==> src/rtl/ifw_pkg.sv <==
package ifw_pkg;

	// ------------------------------
	// word, address and index widths
	// ------------------------------
	localparam int DATA_W      = 64;	// fifo and sram word
	localparam int SRAM_ADDR_W = 11;	// 2k words per bank
	localparam int DIN_INDEX_W = 9;	// rows up to 512 words

	typedef logic [DATA_W-1:0]      word_t;
	typedef logic [SRAM_ADDR_W-1:0] addr_t;
	typedef logic [DIN_INDEX_W-1:0] din_index_t;

	// per-word flags, delayed together with the word
	typedef struct packed {
		logic valid;
		logic last_row;
	} flag_t;

	// ------------------------------
	// default geometry
	// ------------------------------
	localparam int DEF_NUM_BUF      = 4;	// sram banks
	localparam int DEF_CH_WORDS     = 2;	// words per pixel, all channels
	localparam int DEF_KERNEL       = 3;
	localparam int DEF_COLS_PER_BUF = 2;	// output columns per bank
	localparam int DEF_ROWS         = 3;	// input rows per job

endpackage

==> src/rtl/ifmap_sram_writer.sv <==
`timescale 1ns/1ps

module ifmap_sram_writer #(
	parameter int NUM_BUF      = ifw_pkg::DEF_NUM_BUF,
	parameter int CH_WORDS     = ifw_pkg::DEF_CH_WORDS,
	parameter int KERNEL       = ifw_pkg::DEF_KERNEL,
	parameter int COLS_PER_BUF = ifw_pkg::DEF_COLS_PER_BUF,
	parameter int ROWS         = ifw_pkg::DEF_ROWS
) (
	input  logic           clk,
	input  logic           reset,
	input  logic           start_store,
	input  logic           fifo_empty_n,
	input  ifw_pkg::word_t fifo_data,
	output logic           fifo_read,
	output logic           store_busy,
	output logic           store_done,
	output logic           bank_cen  [NUM_BUF],
	output logic           bank_wen  [NUM_BUF],
	output ifw_pkg::addr_t bank_addr [NUM_BUF],
	output ifw_pkg::word_t bank_data [NUM_BUF]
);
	import ifw_pkg::*;

	word_t      word;
	din_index_t index;
	flag_t      flags;

	word_t      word_tap  [NUM_BUF];	// tap b feeds bank b
	din_index_t index_tap [NUM_BUF];
	flag_t      flag_tap  [NUM_BUF];

	logic       finished [NUM_BUF];
	logic       clear;	// one cycle, end of job

	// ------------------------------
	// input stream
	// ------------------------------
	ifw_stream_counter #(
		.CH_WORDS     (CH_WORDS),
		.NUM_BUF      (NUM_BUF),
		.COLS_PER_BUF (COLS_PER_BUF),
		.KERNEL       (KERNEL),
		.ROWS         (ROWS)
	) u_stream (
		.clk          (clk),
		.reset        (reset),
		.clear        (clear),
		.busy         (store_busy),
		.fifo_empty_n (fifo_empty_n),
		.fifo_data    (fifo_data),
		.fifo_read    (fifo_read),
		.word         (word),
		.index        (index),
		.flags        (flags)
	);

	// one cycle more per bank
	ifw_tap_delay #(.payload_t(word_t), .DEPTH(NUM_BUF)) u_word_dly (
		.clk  (clk),
		.din  (word),
		.taps (word_tap)
	);

	ifw_tap_delay #(.payload_t(din_index_t), .DEPTH(NUM_BUF)) u_index_dly (
		.clk  (clk),
		.din  (index),
		.taps (index_tap)
	);

	ifw_tap_delay #(.payload_t(flag_t), .DEPTH(NUM_BUF)) u_flag_dly (
		.clk  (clk),
		.din  (flags),
		.taps (flag_tap)
	);

	// ------------------------------
	// bank writers
	// ------------------------------
	for (genvar b = 0; b < NUM_BUF; b++) begin : g_bank
		ifw_bank_writer #(
			.BUF_ID       (b),
			.CH_WORDS     (CH_WORDS),
			.NUM_BUF      (NUM_BUF),
			.KERNEL       (KERNEL),
			.COLS_PER_BUF (COLS_PER_BUF)
		) u_writer (
			.clk      (clk),
			.reset    (reset),
			.clear    (clear),
			.word     (word_tap[b]),
			.index    (index_tap[b]),
			.flags    (flag_tap[b]),
			.cen      (bank_cen[b]),
			.wen      (bank_wen[b]),
			.addr     (bank_addr[b]),
			.data     (bank_data[b]),
			.finished (finished[b])
		);
	end

	// last bank is the last one to finish a job
	ifw_job_ctrl u_ctrl (
		.clk           (clk),
		.reset         (reset),
		.start_store   (start_store),
		.bank_finished (finished[NUM_BUF-1]),
		.busy          (store_busy),
		.clear         (clear),
		.done          (store_done)
	);

endmodule

==> src/rtl/ifw_bank_writer.sv <==
`timescale 1ns/1ps

module ifw_bank_writer #(
	parameter int BUF_ID       = 0,
	parameter int CH_WORDS     = ifw_pkg::DEF_CH_WORDS,
	parameter int NUM_BUF      = ifw_pkg::DEF_NUM_BUF,
	parameter int KERNEL       = ifw_pkg::DEF_KERNEL,
	parameter int COLS_PER_BUF = ifw_pkg::DEF_COLS_PER_BUF
) (
	input  logic                clk,
	input  logic                reset,
	input  logic                clear,
	input  ifw_pkg::word_t      word,
	input  ifw_pkg::din_index_t index,
	input  ifw_pkg::flag_t      flags,
	output logic                cen,
	output logic                wen,
	output ifw_pkg::addr_t      addr,
	output ifw_pkg::word_t      data,
	output logic                finished
);
	import ifw_pkg::*;

	// ------------------------------
	// window geometry
	// ------------------------------
	localparam int WIN_WORDS  = KERNEL * CH_WORDS;	// words in one kernel window
	localparam int COL_STRIDE = NUM_BUF * CH_WORDS;	// next window of this bank
	localparam int BASE       = BUF_ID * CH_WORDS;	// first window start
	localparam int WIN_W      = $clog2(WIN_WORDS + 1);
	localparam int COL_W      = $clog2(COLS_PER_BUF + 1);

	logic [WIN_W-1:0] win_cnt;	// word inside the window
	logic [COL_W-1:0] col_cnt;	// window inside the row
	din_index_t       col_start;
	din_index_t       target;
	logic             write;
	logic             win_last;
	logic             col_last;

	assign col_start = din_index_t'(BASE) + din_index_t'(COL_STRIDE) * din_index_t'(col_cnt);
	assign target    = col_start + din_index_t'(win_cnt);

	assign win_last = win_cnt == WIN_W'(WIN_WORDS - 1);
	assign col_last = col_cnt == COL_W'(COLS_PER_BUF - 1);

	// capture when the stream reaches our next position
	assign write = flags.valid & ~finished & (index == target);

	// ------------------------------
	// counters
	// ------------------------------
	always_ff @(posedge clk) begin
		if (reset || clear) begin
			win_cnt <= '0;
			col_cnt <= '0;
		end else if (write) begin
			if (win_last) begin
				win_cnt <= '0;
				col_cnt <= col_last ? '0 : col_cnt + 1'b1;
			end else begin
				win_cnt <= win_cnt + 1'b1;
			end
		end
	end

	// sram address, one per captured word
	always_ff @(posedge clk) begin
		if (reset || clear) begin
			addr <= '0;
		end else if (write) begin
			addr <= addr + 1'b1;
		end
	end

	// final window of the final row written
	always_ff @(posedge clk) begin
		if (reset || clear) begin
			finished <= 1'b0;
		end else if (write && win_last && col_last && flags.last_row) begin
			finished <= 1'b1;
		end
	end

	// ------------------------------
	// sram port
	// ------------------------------
	assign cen  = ~write;	// active low
	assign wen  = ~write;
	assign data = word;

endmodule

==> src/rtl/ifw_job_ctrl.sv <==
`timescale 1ns/1ps

module ifw_job_ctrl (
	input  logic clk,
	input  logic reset,
	input  logic start_store,
	input  logic bank_finished,
	output logic busy,
	output logic clear,
	output logic done
);

	typedef enum logic [1:0] {
		S_IDLE,
		S_RUN,
		S_CLEAR,	// resets every counter for the next job
		S_DONE
	} state_t;

	state_t state;
	state_t state_next;

	always_ff @(posedge clk) begin
		if (reset) begin
			state <= S_IDLE;
		end else begin
			state <= state_next;
		end
	end

	always_comb begin
		state_next = state;
		case (state)
			S_IDLE:  if (start_store) state_next = S_RUN;
			S_RUN:   if (bank_finished) state_next = S_CLEAR;
			S_CLEAR: state_next = S_DONE;
			S_DONE:  state_next = S_IDLE;
			default: state_next = S_IDLE;
		endcase
	end

	// ------------------------------
	// status
	// ------------------------------
	assign busy  = state != S_IDLE;	// through clear and done too
	assign clear = state == S_CLEAR;
	assign done  = state == S_DONE;

endmodule

==> src/rtl/ifw_stream_counter.sv <==
`timescale 1ns/1ps

module ifw_stream_counter #(
	parameter int CH_WORDS     = ifw_pkg::DEF_CH_WORDS,
	parameter int NUM_BUF      = ifw_pkg::DEF_NUM_BUF,
	parameter int COLS_PER_BUF = ifw_pkg::DEF_COLS_PER_BUF,
	parameter int KERNEL       = ifw_pkg::DEF_KERNEL,
	parameter int ROWS         = ifw_pkg::DEF_ROWS
) (
	input  logic                clk,
	input  logic                reset,
	input  logic                clear,
	input  logic                busy,
	input  logic                fifo_empty_n,
	input  ifw_pkg::word_t      fifo_data,
	output logic                fifo_read,
	output ifw_pkg::word_t      word,
	output ifw_pkg::din_index_t index,
	output ifw_pkg::flag_t      flags
);
	import ifw_pkg::*;

	localparam int ROW_WORDS = CH_WORDS * (NUM_BUF * COLS_PER_BUF + KERNEL - 1);
	localparam int ROW_W     = $clog2(ROWS + 1);

	logic             valid_word;
	logic             row_end;	// word at the last row position
	logic             last_row;
	logic             job_end;	// final word of the job taken now
	logic             stream_end;	// held until the job goes idle
	logic [ROW_W-1:0] row_cnt;

	assign valid_word = fifo_read & fifo_empty_n;
	assign row_end    = index == din_index_t'(ROW_WORDS - 1);
	assign last_row   = row_cnt == ROW_W'(ROWS - 1);
	assign job_end    = valid_word & row_end & last_row;

	// ------------------------------
	// read strobe
	// ------------------------------
	// stops after the final word so the next job's data stays in the fifo
	always_ff @(posedge clk) begin
		if (reset) begin
			fifo_read <= 1'b0;
		end else begin
			fifo_read <= busy & fifo_empty_n & ~stream_end & ~job_end;
		end
	end

	always_ff @(posedge clk) begin
		if (reset || !busy) begin
			stream_end <= 1'b0;
		end else if (job_end) begin
			stream_end <= 1'b1;
		end
	end

	// ------------------------------
	// in-row index and row counter
	// ------------------------------
	always_ff @(posedge clk) begin
		if (reset || clear) begin
			index   <= '0;
			row_cnt <= '0;
		end else if (valid_word) begin
			if (row_end) begin
				index   <= '0;
				row_cnt <= last_row ? '0 : row_cnt + 1'b1;	// wrap after last row
			end else begin
				index <= index + 1'b1;
			end
		end
	end

	assign word           = fifo_data;
	assign flags.valid    = valid_word;
	assign flags.last_row = last_row;

endmodule

==> src/rtl/ifw_tap_delay.sv <==
`timescale 1ns/1ps

module ifw_tap_delay #(
	parameter type payload_t = logic,
	parameter int  DEPTH     = 1
) (
	input  logic     clk,
	input  payload_t din,
	output payload_t taps [DEPTH]
);

	// tap i is i+1 cycles behind din
	always_ff @(posedge clk) begin
		taps[0] <= din;
		for (int i = 1; i < DEPTH; i++) begin
			taps[i] <= taps[i-1];
		end
	end

endmodule

==> config.mk <==
export PLATFORM = sky130hd
export DESIGN_NAME = ifmap_sram_writer
export DESIGN_NICKNAME = d
export VERILOG_FILES = /design/src/rtl/ifw_pkg.sv /design/src/rtl/ifmap_sram_writer.sv /design/src/rtl/ifw_bank_writer.sv /design/src/rtl/ifw_job_ctrl.sv /design/src/rtl/ifw_stream_counter.sv /design/src/rtl/ifw_tap_delay.sv
export SDC_FILE = /design/constraint.sdc
export NUM_CORES = 1
export LEC_CHECK = 0
export BUFFER_PORTS_ARGS = -buffer_cell sky130_fd_sc_hd__buf_2
export CAP_MARGIN = 20
export CORE_MARGIN = 4
export CORE_UTILIZATION = 30
export CTS_CLUSTER_SIZE = 25
export DETAILED_ROUTE_END_ITERATION = 7
export PLACE_DENSITY = 0.63
export SLEW_MARGIN = 25
export SYNTH_ARGS = -nofsm -noshare
export SYNTH_HDL_FRONTEND = slang
export SYNTH_SLANG_ARGS = --single-unit
==> constraint.sdc <==
create_clock -name clk -period 2.2 [get_ports clk]
set_input_delay 0.44 -clock clk [delete_from_list [all_inputs] [get_ports clk]]
set_output_delay 0.44 -clock clk [all_outputs]
set_load 0.02 [all_outputs]
After elaboration in Yosys (flattened, before gate mapping)
Cells that the tools add are included.
- output and inout bits: 311
- register bits: 383
- word-level logic and storage cells: 137
- bitwise operators: 24
- equality and inequality tests: 19
- reduce and logical (&&, ||, !) cells: 23
- muxes and demuxes: 13
- $add $sub $neg: 21
- operator list (cell ; count):
    11-bit by 1-bit adder with 11-bit output, second input constant ; 4
    9-bit == test ; 4
    9-bit by 3-bit adder with 9-bit output ; 3
    1-bit AND ; 14
    2-bit two-way mux ; 7
    3-bit by 1-bit adder with 3-bit output, second input constant ; 4
    3-bit by 5-bit adder with 6-bit output, first input constant ; 2
    3-bit == test, second input constant ; 4
    1-bit logical AND ; 12
    3-bit two-way mux ; 4
    2-bit AND reduction ; 6
    2-bit by 1-bit adder with 2-bit output, second input constant ; 5
    2-bit by 1-bit == test with 1-bit output, second input constant ; 5
    1-bit NOT ; 10
    9-bit by 1-bit adder with 9-bit output, second input constant ; 1
    9-bit by 5-bit == test with 1-bit output, second input constant ; 1
    9-bit two-way mux ; 1
    2-bit one-hot mux with 4 select lines ; 1
    2-bit by 5-bit adder with 6-bit output, first input constant ; 1
    5-bit by 3-bit adder with 6-bit output ; 1
    2-bit == test, second input constant ; 3
    2-bit != test, second input constant ; 2
    2-bit zero test ; 1
    1-bit logical OR ; 2
    other kinds (2) ; 2

Depth between registers and ports, before layout
Gate-level depths: netlist (run 1).
- depth in word-level cells: 7
- depth in mapped cells: 9
- depth with buffers taken out: 7

Cells and area by module
A second synthesis (run 1) with hierarchy kept.
- cells, all modules: 1135
- area total of the unflattened synthesis: 12869.8 µm²
- modules (own cells, without submodules) (module ; times used ; cells an instance ; sequential area each (µm²) ; area an instance (µm²)):
    ifw_tap_delay at u_word_dly ; 1 ; 256 ; 5124.9 ; 5124.9
    ifw_bank_writer at g_bank[1].u_writer ; 1 ; 179 ; 340.3 ; 1443.9
    ifw_bank_writer at g_bank[0].u_writer ; 1 ; 161 ; 340.3 ; 1382.6
    ifw_bank_writer at g_bank[3].u_writer ; 1 ; 171 ; 340.3 ; 1371.3
    ifw_bank_writer at g_bank[2].u_writer ; 1 ; 169 ; 340.3 ; 1355.0
    ifw_stream_counter ; 1 ; 136 ; 260.2 ; 1114.8
    ifw_tap_delay at u_index_dly ; 1 ; 36 ; 720.7 ; 720.7
    ifw_job_ctrl ; 1 ; 19 ; 40.0 ; 196.4
    ifw_tap_delay at u_flag_dly ; 1 ; 8 ; 160.2 ; 160.2

Worst setup path before layout (run 1)
OpenSTA, ideal clock, no wires.
- path kind: register to output
- start point: register g_bank[3].u_writer.win_cnt[1]
- end point: output port bank_cen[0] in the netlist's numbering
- path buffers: 2
- required time: 1.760 ns
- arrival: 1.908 ns
- cell stages (with the launch flop): 9
- setup slack: -0.148 ns
- path through: dfxtp_1 > inv_1 > ha_1 > xnor2_1 > or2_2 > o21ai_1 > clkbuf_1 > nand2b_1 > buf_4
- cells in the longest elaborated chain, start to end: 4
- ends and longest elaborated chain (item ; line ; RTL):
    start: declaration ; ifw_bank_writer.sv:33 ; logic [WIN_W-1:0] win_cnt;
    start signal: assignment ; ifw_bank_writer.sv:62 ; win_cnt <= win_cnt + 1'b1;
    9-bit by 3-bit adder with 9-bit output ; ifw_bank_writer.sv:42 ; assign target = col_start + din_index_t'(win_cnt);
    9-bit == test ; ifw_bank_writer.sv:48 ; assign write = flags.valid & ~finished & (index == target);
    1-bit AND ; ifw_bank_writer.sv:48 ;
    1-bit NOT ; ifw_bank_writer.sv:88 ; assign cen = ~write;
    end: declaration ; ifmap_sram_writer.sv:18 ; output logic bank_cen [NUM_BUF],
Every way passes these cells.

==> summary.txt, run 1 <==
Clocking
  – Clk_lat worst skew: 530 ps
  – Clock slew at reported path FFs: 70 ps
  – CTS Sinks: 383
  – CTS buffer count: 38
  – CTS tree: done
  – Root Driver: clkbuf_16
  – H-tree depth: 2
  – CTS max path bufs: 3

Routing
  – Drt total wl: 29.5 mm
  – WL/cell: 16.7 um
  – Initial DRT Pass Iterations: 4
  – DRC: 0
  – Vias: 7,743
  – Vias per cell: 4.39
  – ANT nets after route: 0
  – DR iter-0 viols: 220

Yosys
  – Sequential fraction of the synthesis area: 73.1%
  – Commonest cells in the netlist: dfxtp_1, nor2_1, nand2_1
  – Number of distinct library cells after synthesis: 58
  – Seq cells post-synth: 383
  – Number of flops mapped to enable cells by yosys: 0
  – Largest area contributor in the netlist: dfxtp_1
  – Ranking of synthesized cells by area: dfxtp_1, xnor2_1, nor2_1, nand2_1, a21oi_1
  – Mapped Cells: 835
  – Syn_area_per_cell: 12.6 um^2
  – Async SR Flop Fraction: 0%
  – Post-Syn Nets: 915
  – Top_reg_cell synth: dfxtp_1
  – Post-synth top area share: 73.1%
  – Most common cell in the netlist: dfxtp_1
  – Synthesized area: 10,500 um^2
  – Yosys warning count: 0

Critical path
  – Start of the worst register-to-register path: u_index_dly.taps[25]$_DFF_P_
  – Reg2reg setup slack: 40 ps
  – R2r endpoint: g_bank[1].u_writer.addr[8]$_SDFFE_PP0N_
  – Setup crit start: u_index_dly.taps[25]$_DFF_P_
  – Worst-path fanout max: 3
  – Worst Path Buf+Inv: 1
  – Cell family with most CP delay: simple AND/OR/NAND/NOR gates
  – Data required, critical path: 1760 ps
  – Setup crit start kind: flop
  – CP arrival: 2090 ps
  – R2R cell count: 6
  – Crit-path cells: or4b_4 > a211oi_2 > nand4_1 > or2_4 > buf_2
  – CP Capture Type: output port
  – WS Path Type: reg -> out
  – Worst path slowest cell: or4b_4
  – Crit-path max cell delay: 540 ps

Power
  – Final Total Pwr: 15.4 mW
  – LEAKAGE: 6.58 nW
  – Pwr per Cell Area: 1030 nW/um^2
  – Peak VDD IR: 0.803 mV

STA
  – Min cycle time layout: 2530 ps
  – Slew of the pin with the lowest slew margin: 453 ps
  – Fin. Hold Viols: 0
  – Final setup TNS: -1610 ps
  – Slew HR: 69.8%
  – Final setup margin: -334 ps
  – Fin crit share: 115%
  – Final setup fails: 8
  – Layout Skew: 17.8 ps
  – RSZ-0062 raised after global routing: yes
  – Fin. max-slew vios: 0
  – F_max: 395 MHz

Die
  – Core Rows: 68
  – Full die area: 38,000 um^2
  – # IOs: 379
  – Initial Util: 30.4%
  – Core area: 34,500 um^2
  – Die Span Y: 195 um
  – Die Width: 195 um

Hold path
  – Hold endpoint: u_word_dly.taps[234]$_DFF_P_
  – Min-delay src: fifo_data[42]
  – Hold Crit Depth: 1
  – Worst Hold Class: in -> reg

Global routing
  – Grt total ovfl: 0
  – Total GRT Usage: 14.5%
  – M3 GR Usage: 5.49%
  – Most Used Layer, Global Route: met2
  – Largest net degree at the start of global routing: 29
  – GRT met2 Usage: 26.5%
  – Number of global-route vias before repair: 7,990
  – Global-route wire length before repair: 44.5 mm
  – GR Layer Usage met1: 15.4%
  – Initial antenna violation count: 1

Finish
  – Final Core Density: 43.2%
  – Layout area overhead: 42.4%
  – Fillers: 3,251
  – Nets: 1,364
  – Share of cells above drive strength 1: 39.6%

Placed design
  – PortBufs: 378
  – Final GP Congestion: 0.795
  – Post-DP HPWL: 21.8 mm

Outcome
  – Status: complete, but fails checks
  – Failing checks: setup timing

Job
  – Max Cap Viol: 0
routing by layer:
metal  part of all wire, %  vias to the layer above
li1                      -                     3778
met1                    36                     3620
met2                    52                      286
met3                   8.7                       59
met4                   3.2                        0
met5                     0                        -
per-stage QoR:
step	hold WS [ps]	area, um^2	setup slack (ps)	cells
after floorplan	323	10500	37.6	835
after global placement	329	13000	86.5	1658
after detailed placement	330	13000	35.2	1658
after CTS	0.566	14800	-359	1761
after global routing	1.93	14900	-435	1765
final	22.4	14900	-334	1765
report_power, final:
part | switching, mW | total (mW) | internal (mW)
combinational | 0.852 | 1.28 | 0.428
sequential | 0.158 | 7.39 | 7.24
clock | 2.66 | 6.73 | 4.07
total | 3.67 | 15.4 | 11.7
registers in the layout (all words and copies together) (netlist names), 4 cells and up:
register                  count
u_word_dly.taps             256
g_bank.u_writer.col_cnt       8
u_index_dly.taps             36
g_bank.u_writer.addr         44
g_bank.u_writer.win_cnt      12
g_bank.u_writer.finished      4
u_flag_dly.taps               8
u_stream.index                9
repair_timing:
item                                    4_1_cts  5_1_grt
pin swaps                                    13        2
endpoints found under the setup margin       10       15
hold buffers                                 33        1
endpoints found under the hold margin        33        1
gates resized for setup                      37       15
setup buffers                                 5        2
how the worst max path moves through the flow:
stage | slack (ps) | to | cells after the start
6_report | -330 | bank_cen[2] | 5
5_1_grt | -440 | bank_cen[2] | 5
4_1_cts | -360 | bank_cen[2] | 5
3_5_place_dp | 40 | g_bank[0].u_writer.addr[10]$_SDFFE_PP0N_ | 6
3_3_place_gp | 90 | bank_wen[2] | 5
2_1_floorplan | 40 | bank_cen[2] | 6
cells by family (layout without fill, tap and decap cells):
kind of cell    count (synthesis)  count (layout)  synth area share [%]
compound gates                102             102                  6.66
xor+xnor                       39              39                  3.26
fa+ha+maj                      12              12                  1.43
buf+inv                        55             529                  2.35
flops                         383             383                  73.1
mux                            11              11                  1.05
other cells                     0               1                     0
simple gates                  233             233                  12.2
cell usage in the layout, fill, tap and decap left out, types with 4 or more instances in the layout:
cell and n:
dfxtp_1 376, buf_2 372, nor2_1 48, nand2_1 46
clkbuf_16 38, dlygate4sd3_1 34, a21oi_1 32, buf_4 28
xnor2_1 22, nand3_1 21, inv_1 19, o31ai_1 16
and3_1 14, o21ai_0 13, nand4_1 13, or4_1 13
xor2_1 12, mux2i_1 11, or3_1 11, ha_1 10
a31oi_1 8, buf_6 8, nor2b_1 7, nor4_1 7
a41o_1 7, dfxtp_2 7, nor3_1 6, bufinv_16 6
nand2b_1 5, nor3b_1 5, clkbuf_8 5, clkinv_2 5
and4_1 4
layout make-up:
| cell class | instances | area [um^2] | area share [%] |
|---|---|---|---|
| repair buffers | 443 | 2520 | 16.9 |
| multi-input cells | 397 | 2770 | 18.6 |
| well taps | 455 | 569 | 3.81 |
| diodes | 1 | 2.50 | 0.0168 |
| inverters | 21 | 78.8 | 0.528 |
| clock inverters | 19 | 280 | 1.88 |
| flip-flops and latches | 383 | 7680 | 51.4 |
| clock buffers | 46 | 1030 | 6.90 |
Power figures use the tool's default switching activity.
==> inputs of run 2 (changes only) <==
- SLEW_MARGIN: 25 -> default
- clock period: 2.2 -> 2.1 ns (I/O delays scaled with it)
==> summary.txt, run 2 (synthesis gave the netlist of run 1 again) <==
Outcome
  – Status: complete, but fails checks
  – Failing checks: setup timing

Finish
  – Biggest regs: u_word_dly.taps (256), g_bank.u_writer.addr (44), u_index_dly.taps (36)
  – Commonest cells after routing, fill and taps aside: dfxtp_1, buf_2, dlygate4sd3_1
  – Layout area overhead: 46.0%
  – Share of cells above drive strength 1: 39.6%
  – Design Area, Final: 15,300 um^2
  – Nets: 1,403
  – Final Core Density: 44.3%
  – Commonest non-fill, non-tap cell in the layout: dfxtp_1
  – Top reg by flops: u_word_dly.taps
  – Number of flip-flops under the largest register name: 256

STA
  – RSZ-0062 raised after global routing: yes
  – Fin. Hold Viols: 0
  – Min cycle time layout: 2480 ps
  – Fin crit share: 118%
  – Slew HR: 72.9%
  – Layout Skew: 20.0 ps
  – Final setup fails: 8
  – F_max: 403 MHz
  – Slew of the pin with the lowest slew margin: 407 ps
  – Fin. max-slew vios: 0
  – Final setup margin: -379 ps

Clocking
  – Root Driver: clkbuf_16
  – Clk_lat worst skew: 520 ps
  – H-tree depth: 2
  – CTS Sinks: 383
  – CTS max path bufs: 3
  – CTS tree: done
  – CTS buffer count: 39
  – Clock slew at reported path FFs: 60 ps

Routing
  – Vias per cell: 4.38
  – Initial DRT Pass Iterations: 4
  – DRC: 0
  – Drt total wl: 29.4 mm
  – WL/cell: 16.3 um
  – ANT nets after route: 0
  – Vias: 7,927
  – DR iter-0 viols: 223

Die
  – Core area: 34,500 um^2
  – Die Width: 195 um
  – Full die area: 38,000 um^2
  – Core Rows: 68
  – Initial Util: 30.4%
  – # IOs: 379
  – Die Span Y: 195 um

Global routing
  – Number of global-route vias before repair: 8,044
  – Global-route wire length before repair: 44.8 mm
  – Total GRT Usage: 14.6%
  – Grt total ovfl: 0
  – Largest net degree at the start of global routing: 29
  – Initial antenna violation count: 3

Critical path
  – CP Capture Type: output port
  – Setup crit start: u_index_dly.taps[26]$_DFF_P_
  – Data required, critical path: 1680 ps
  – CP arrival: 2060 ps
  – Worst-path fanout max: 3
  – R2R cell count: 6
  – Setup crit start kind: flop
  – WS Path Type: reg -> out
  – Start of the worst register-to-register path: u_index_dly.taps[26]$_DFF_P_

Power
  – Total net switching power: 3.94 mW
  – Pwr per Cell Area: 1060 nW/um^2
  – Peak VDD IR: 0.947 mV
  – LEAKAGE: 6.76 nW
  – P_int: 12.3 mW
  – Clk pwr share: 43.5%
  – Sw Ratio: 24.3%
  – Logic gate share of total power: 8.7%
  – Final Total Pwr: 16.2 mW
  – Reg power frac: 47.8%

Hold path
  – Min-delay src: fifo_data[31]
  – Worst Hold Class: in -> reg
  – Hold Crit Depth: 1

Placed design
  – PortBufs: 378
  – Post-DP HPWL: 20.9 mm
  – Final GP Congestion: 0.813
  – Placement Cell Area: 13,000 um^2

Job
  – Max Cap Viol: 0
run 2: cell count changes in the layout (fill, tap and decap cells not counted), sizes merged:
cell	previous run	this run
bufinv	6	4
diode	1	3
buf	409	418
inv	24	26
clkinvlp	2	5
dlygate4sd3	34	63
clkinv	8	5
clkbuf	46	49
run 2: cell type report:
type,instances,area [um^2]
Antenna cell,3,7.51
Clock buffer,49,1080
Clock inverter,19,236
Fill cell,3258,19200
Inverter,21,78.8
Multi-Input combinational cell,397,2780
Sequential cell,383,7680
Tap cell,455,569
Timing Repair Buffer,481,2880
run 2: power by group through the flow:
stage / logic [mW] / clock network [mW] / registers, mW
2_1_floorplan: 0.381 / 0 / 8.21
3_3_place_gp: 1.30 / 0 / 7.89
3_5_place_dp: 1.30 / 0 / 7.90
4_1_cts: 1.41 / 7.22 / 7.75
5_1_grt: 1.51 / 7.50 / 7.78
6_report: 1.40 / 7.05 / 7.75
run 2: repair_timing:
action,in CTS,in global routing
buffers inserted,5,5
hold buffers,62,1
pin swaps,16,5
setup endpoints to repair,32,38
hold endpoints to repair,62,1
resized for setup,43,16
run 2: path summary, 6_finish.rpt:
kind	slack, ps	end
max	-380	bank_cen[2]
min	30	u_word_dly.taps[223]$_DFF_P_
max reg2reg	0	g_bank[1].u_writer.addr[3]$_SDFFE_PP0N_
min reg2reg	340	u_word_dly.taps[164]$_DFF_P_
run 2: through the flow:
| stage | instances | setup slack, ps | setup TNS, ps | hold WS [ps] |
|---|---|---|---|---|
| after floorplan | 835 | 3.79 | 0 | 323 |
| after global routing | 1808 | -480 | -4560 | 3.69 |
| after global placement | 1665 | -42.3 | -358 | 327 |
| after CTS | 1799 | -424 | -2730 | 1.36 |
| after detailed placement | 1665 | -60.5 | -942 | 330 |
| final | 1808 | -379 | -2370 | 27.5 |
run 2: worst max-delay path, cell delays in order, from the launching register on:
cell,delay (ps)
dfxtp_2,320
or4b_4,520
a211oi_2,150
nand4_1,160
or2_4,280
buf_6,130
run 2: per-layer routing:
metal	wire [um]	global-route usage, %	vias to the layer above
met4	920	5.25	0
met2	15200	26.7	267
li1	-	-	3874
met5	0	0	-
met1	10900	15.5	3725
met3	2310	5.06	61
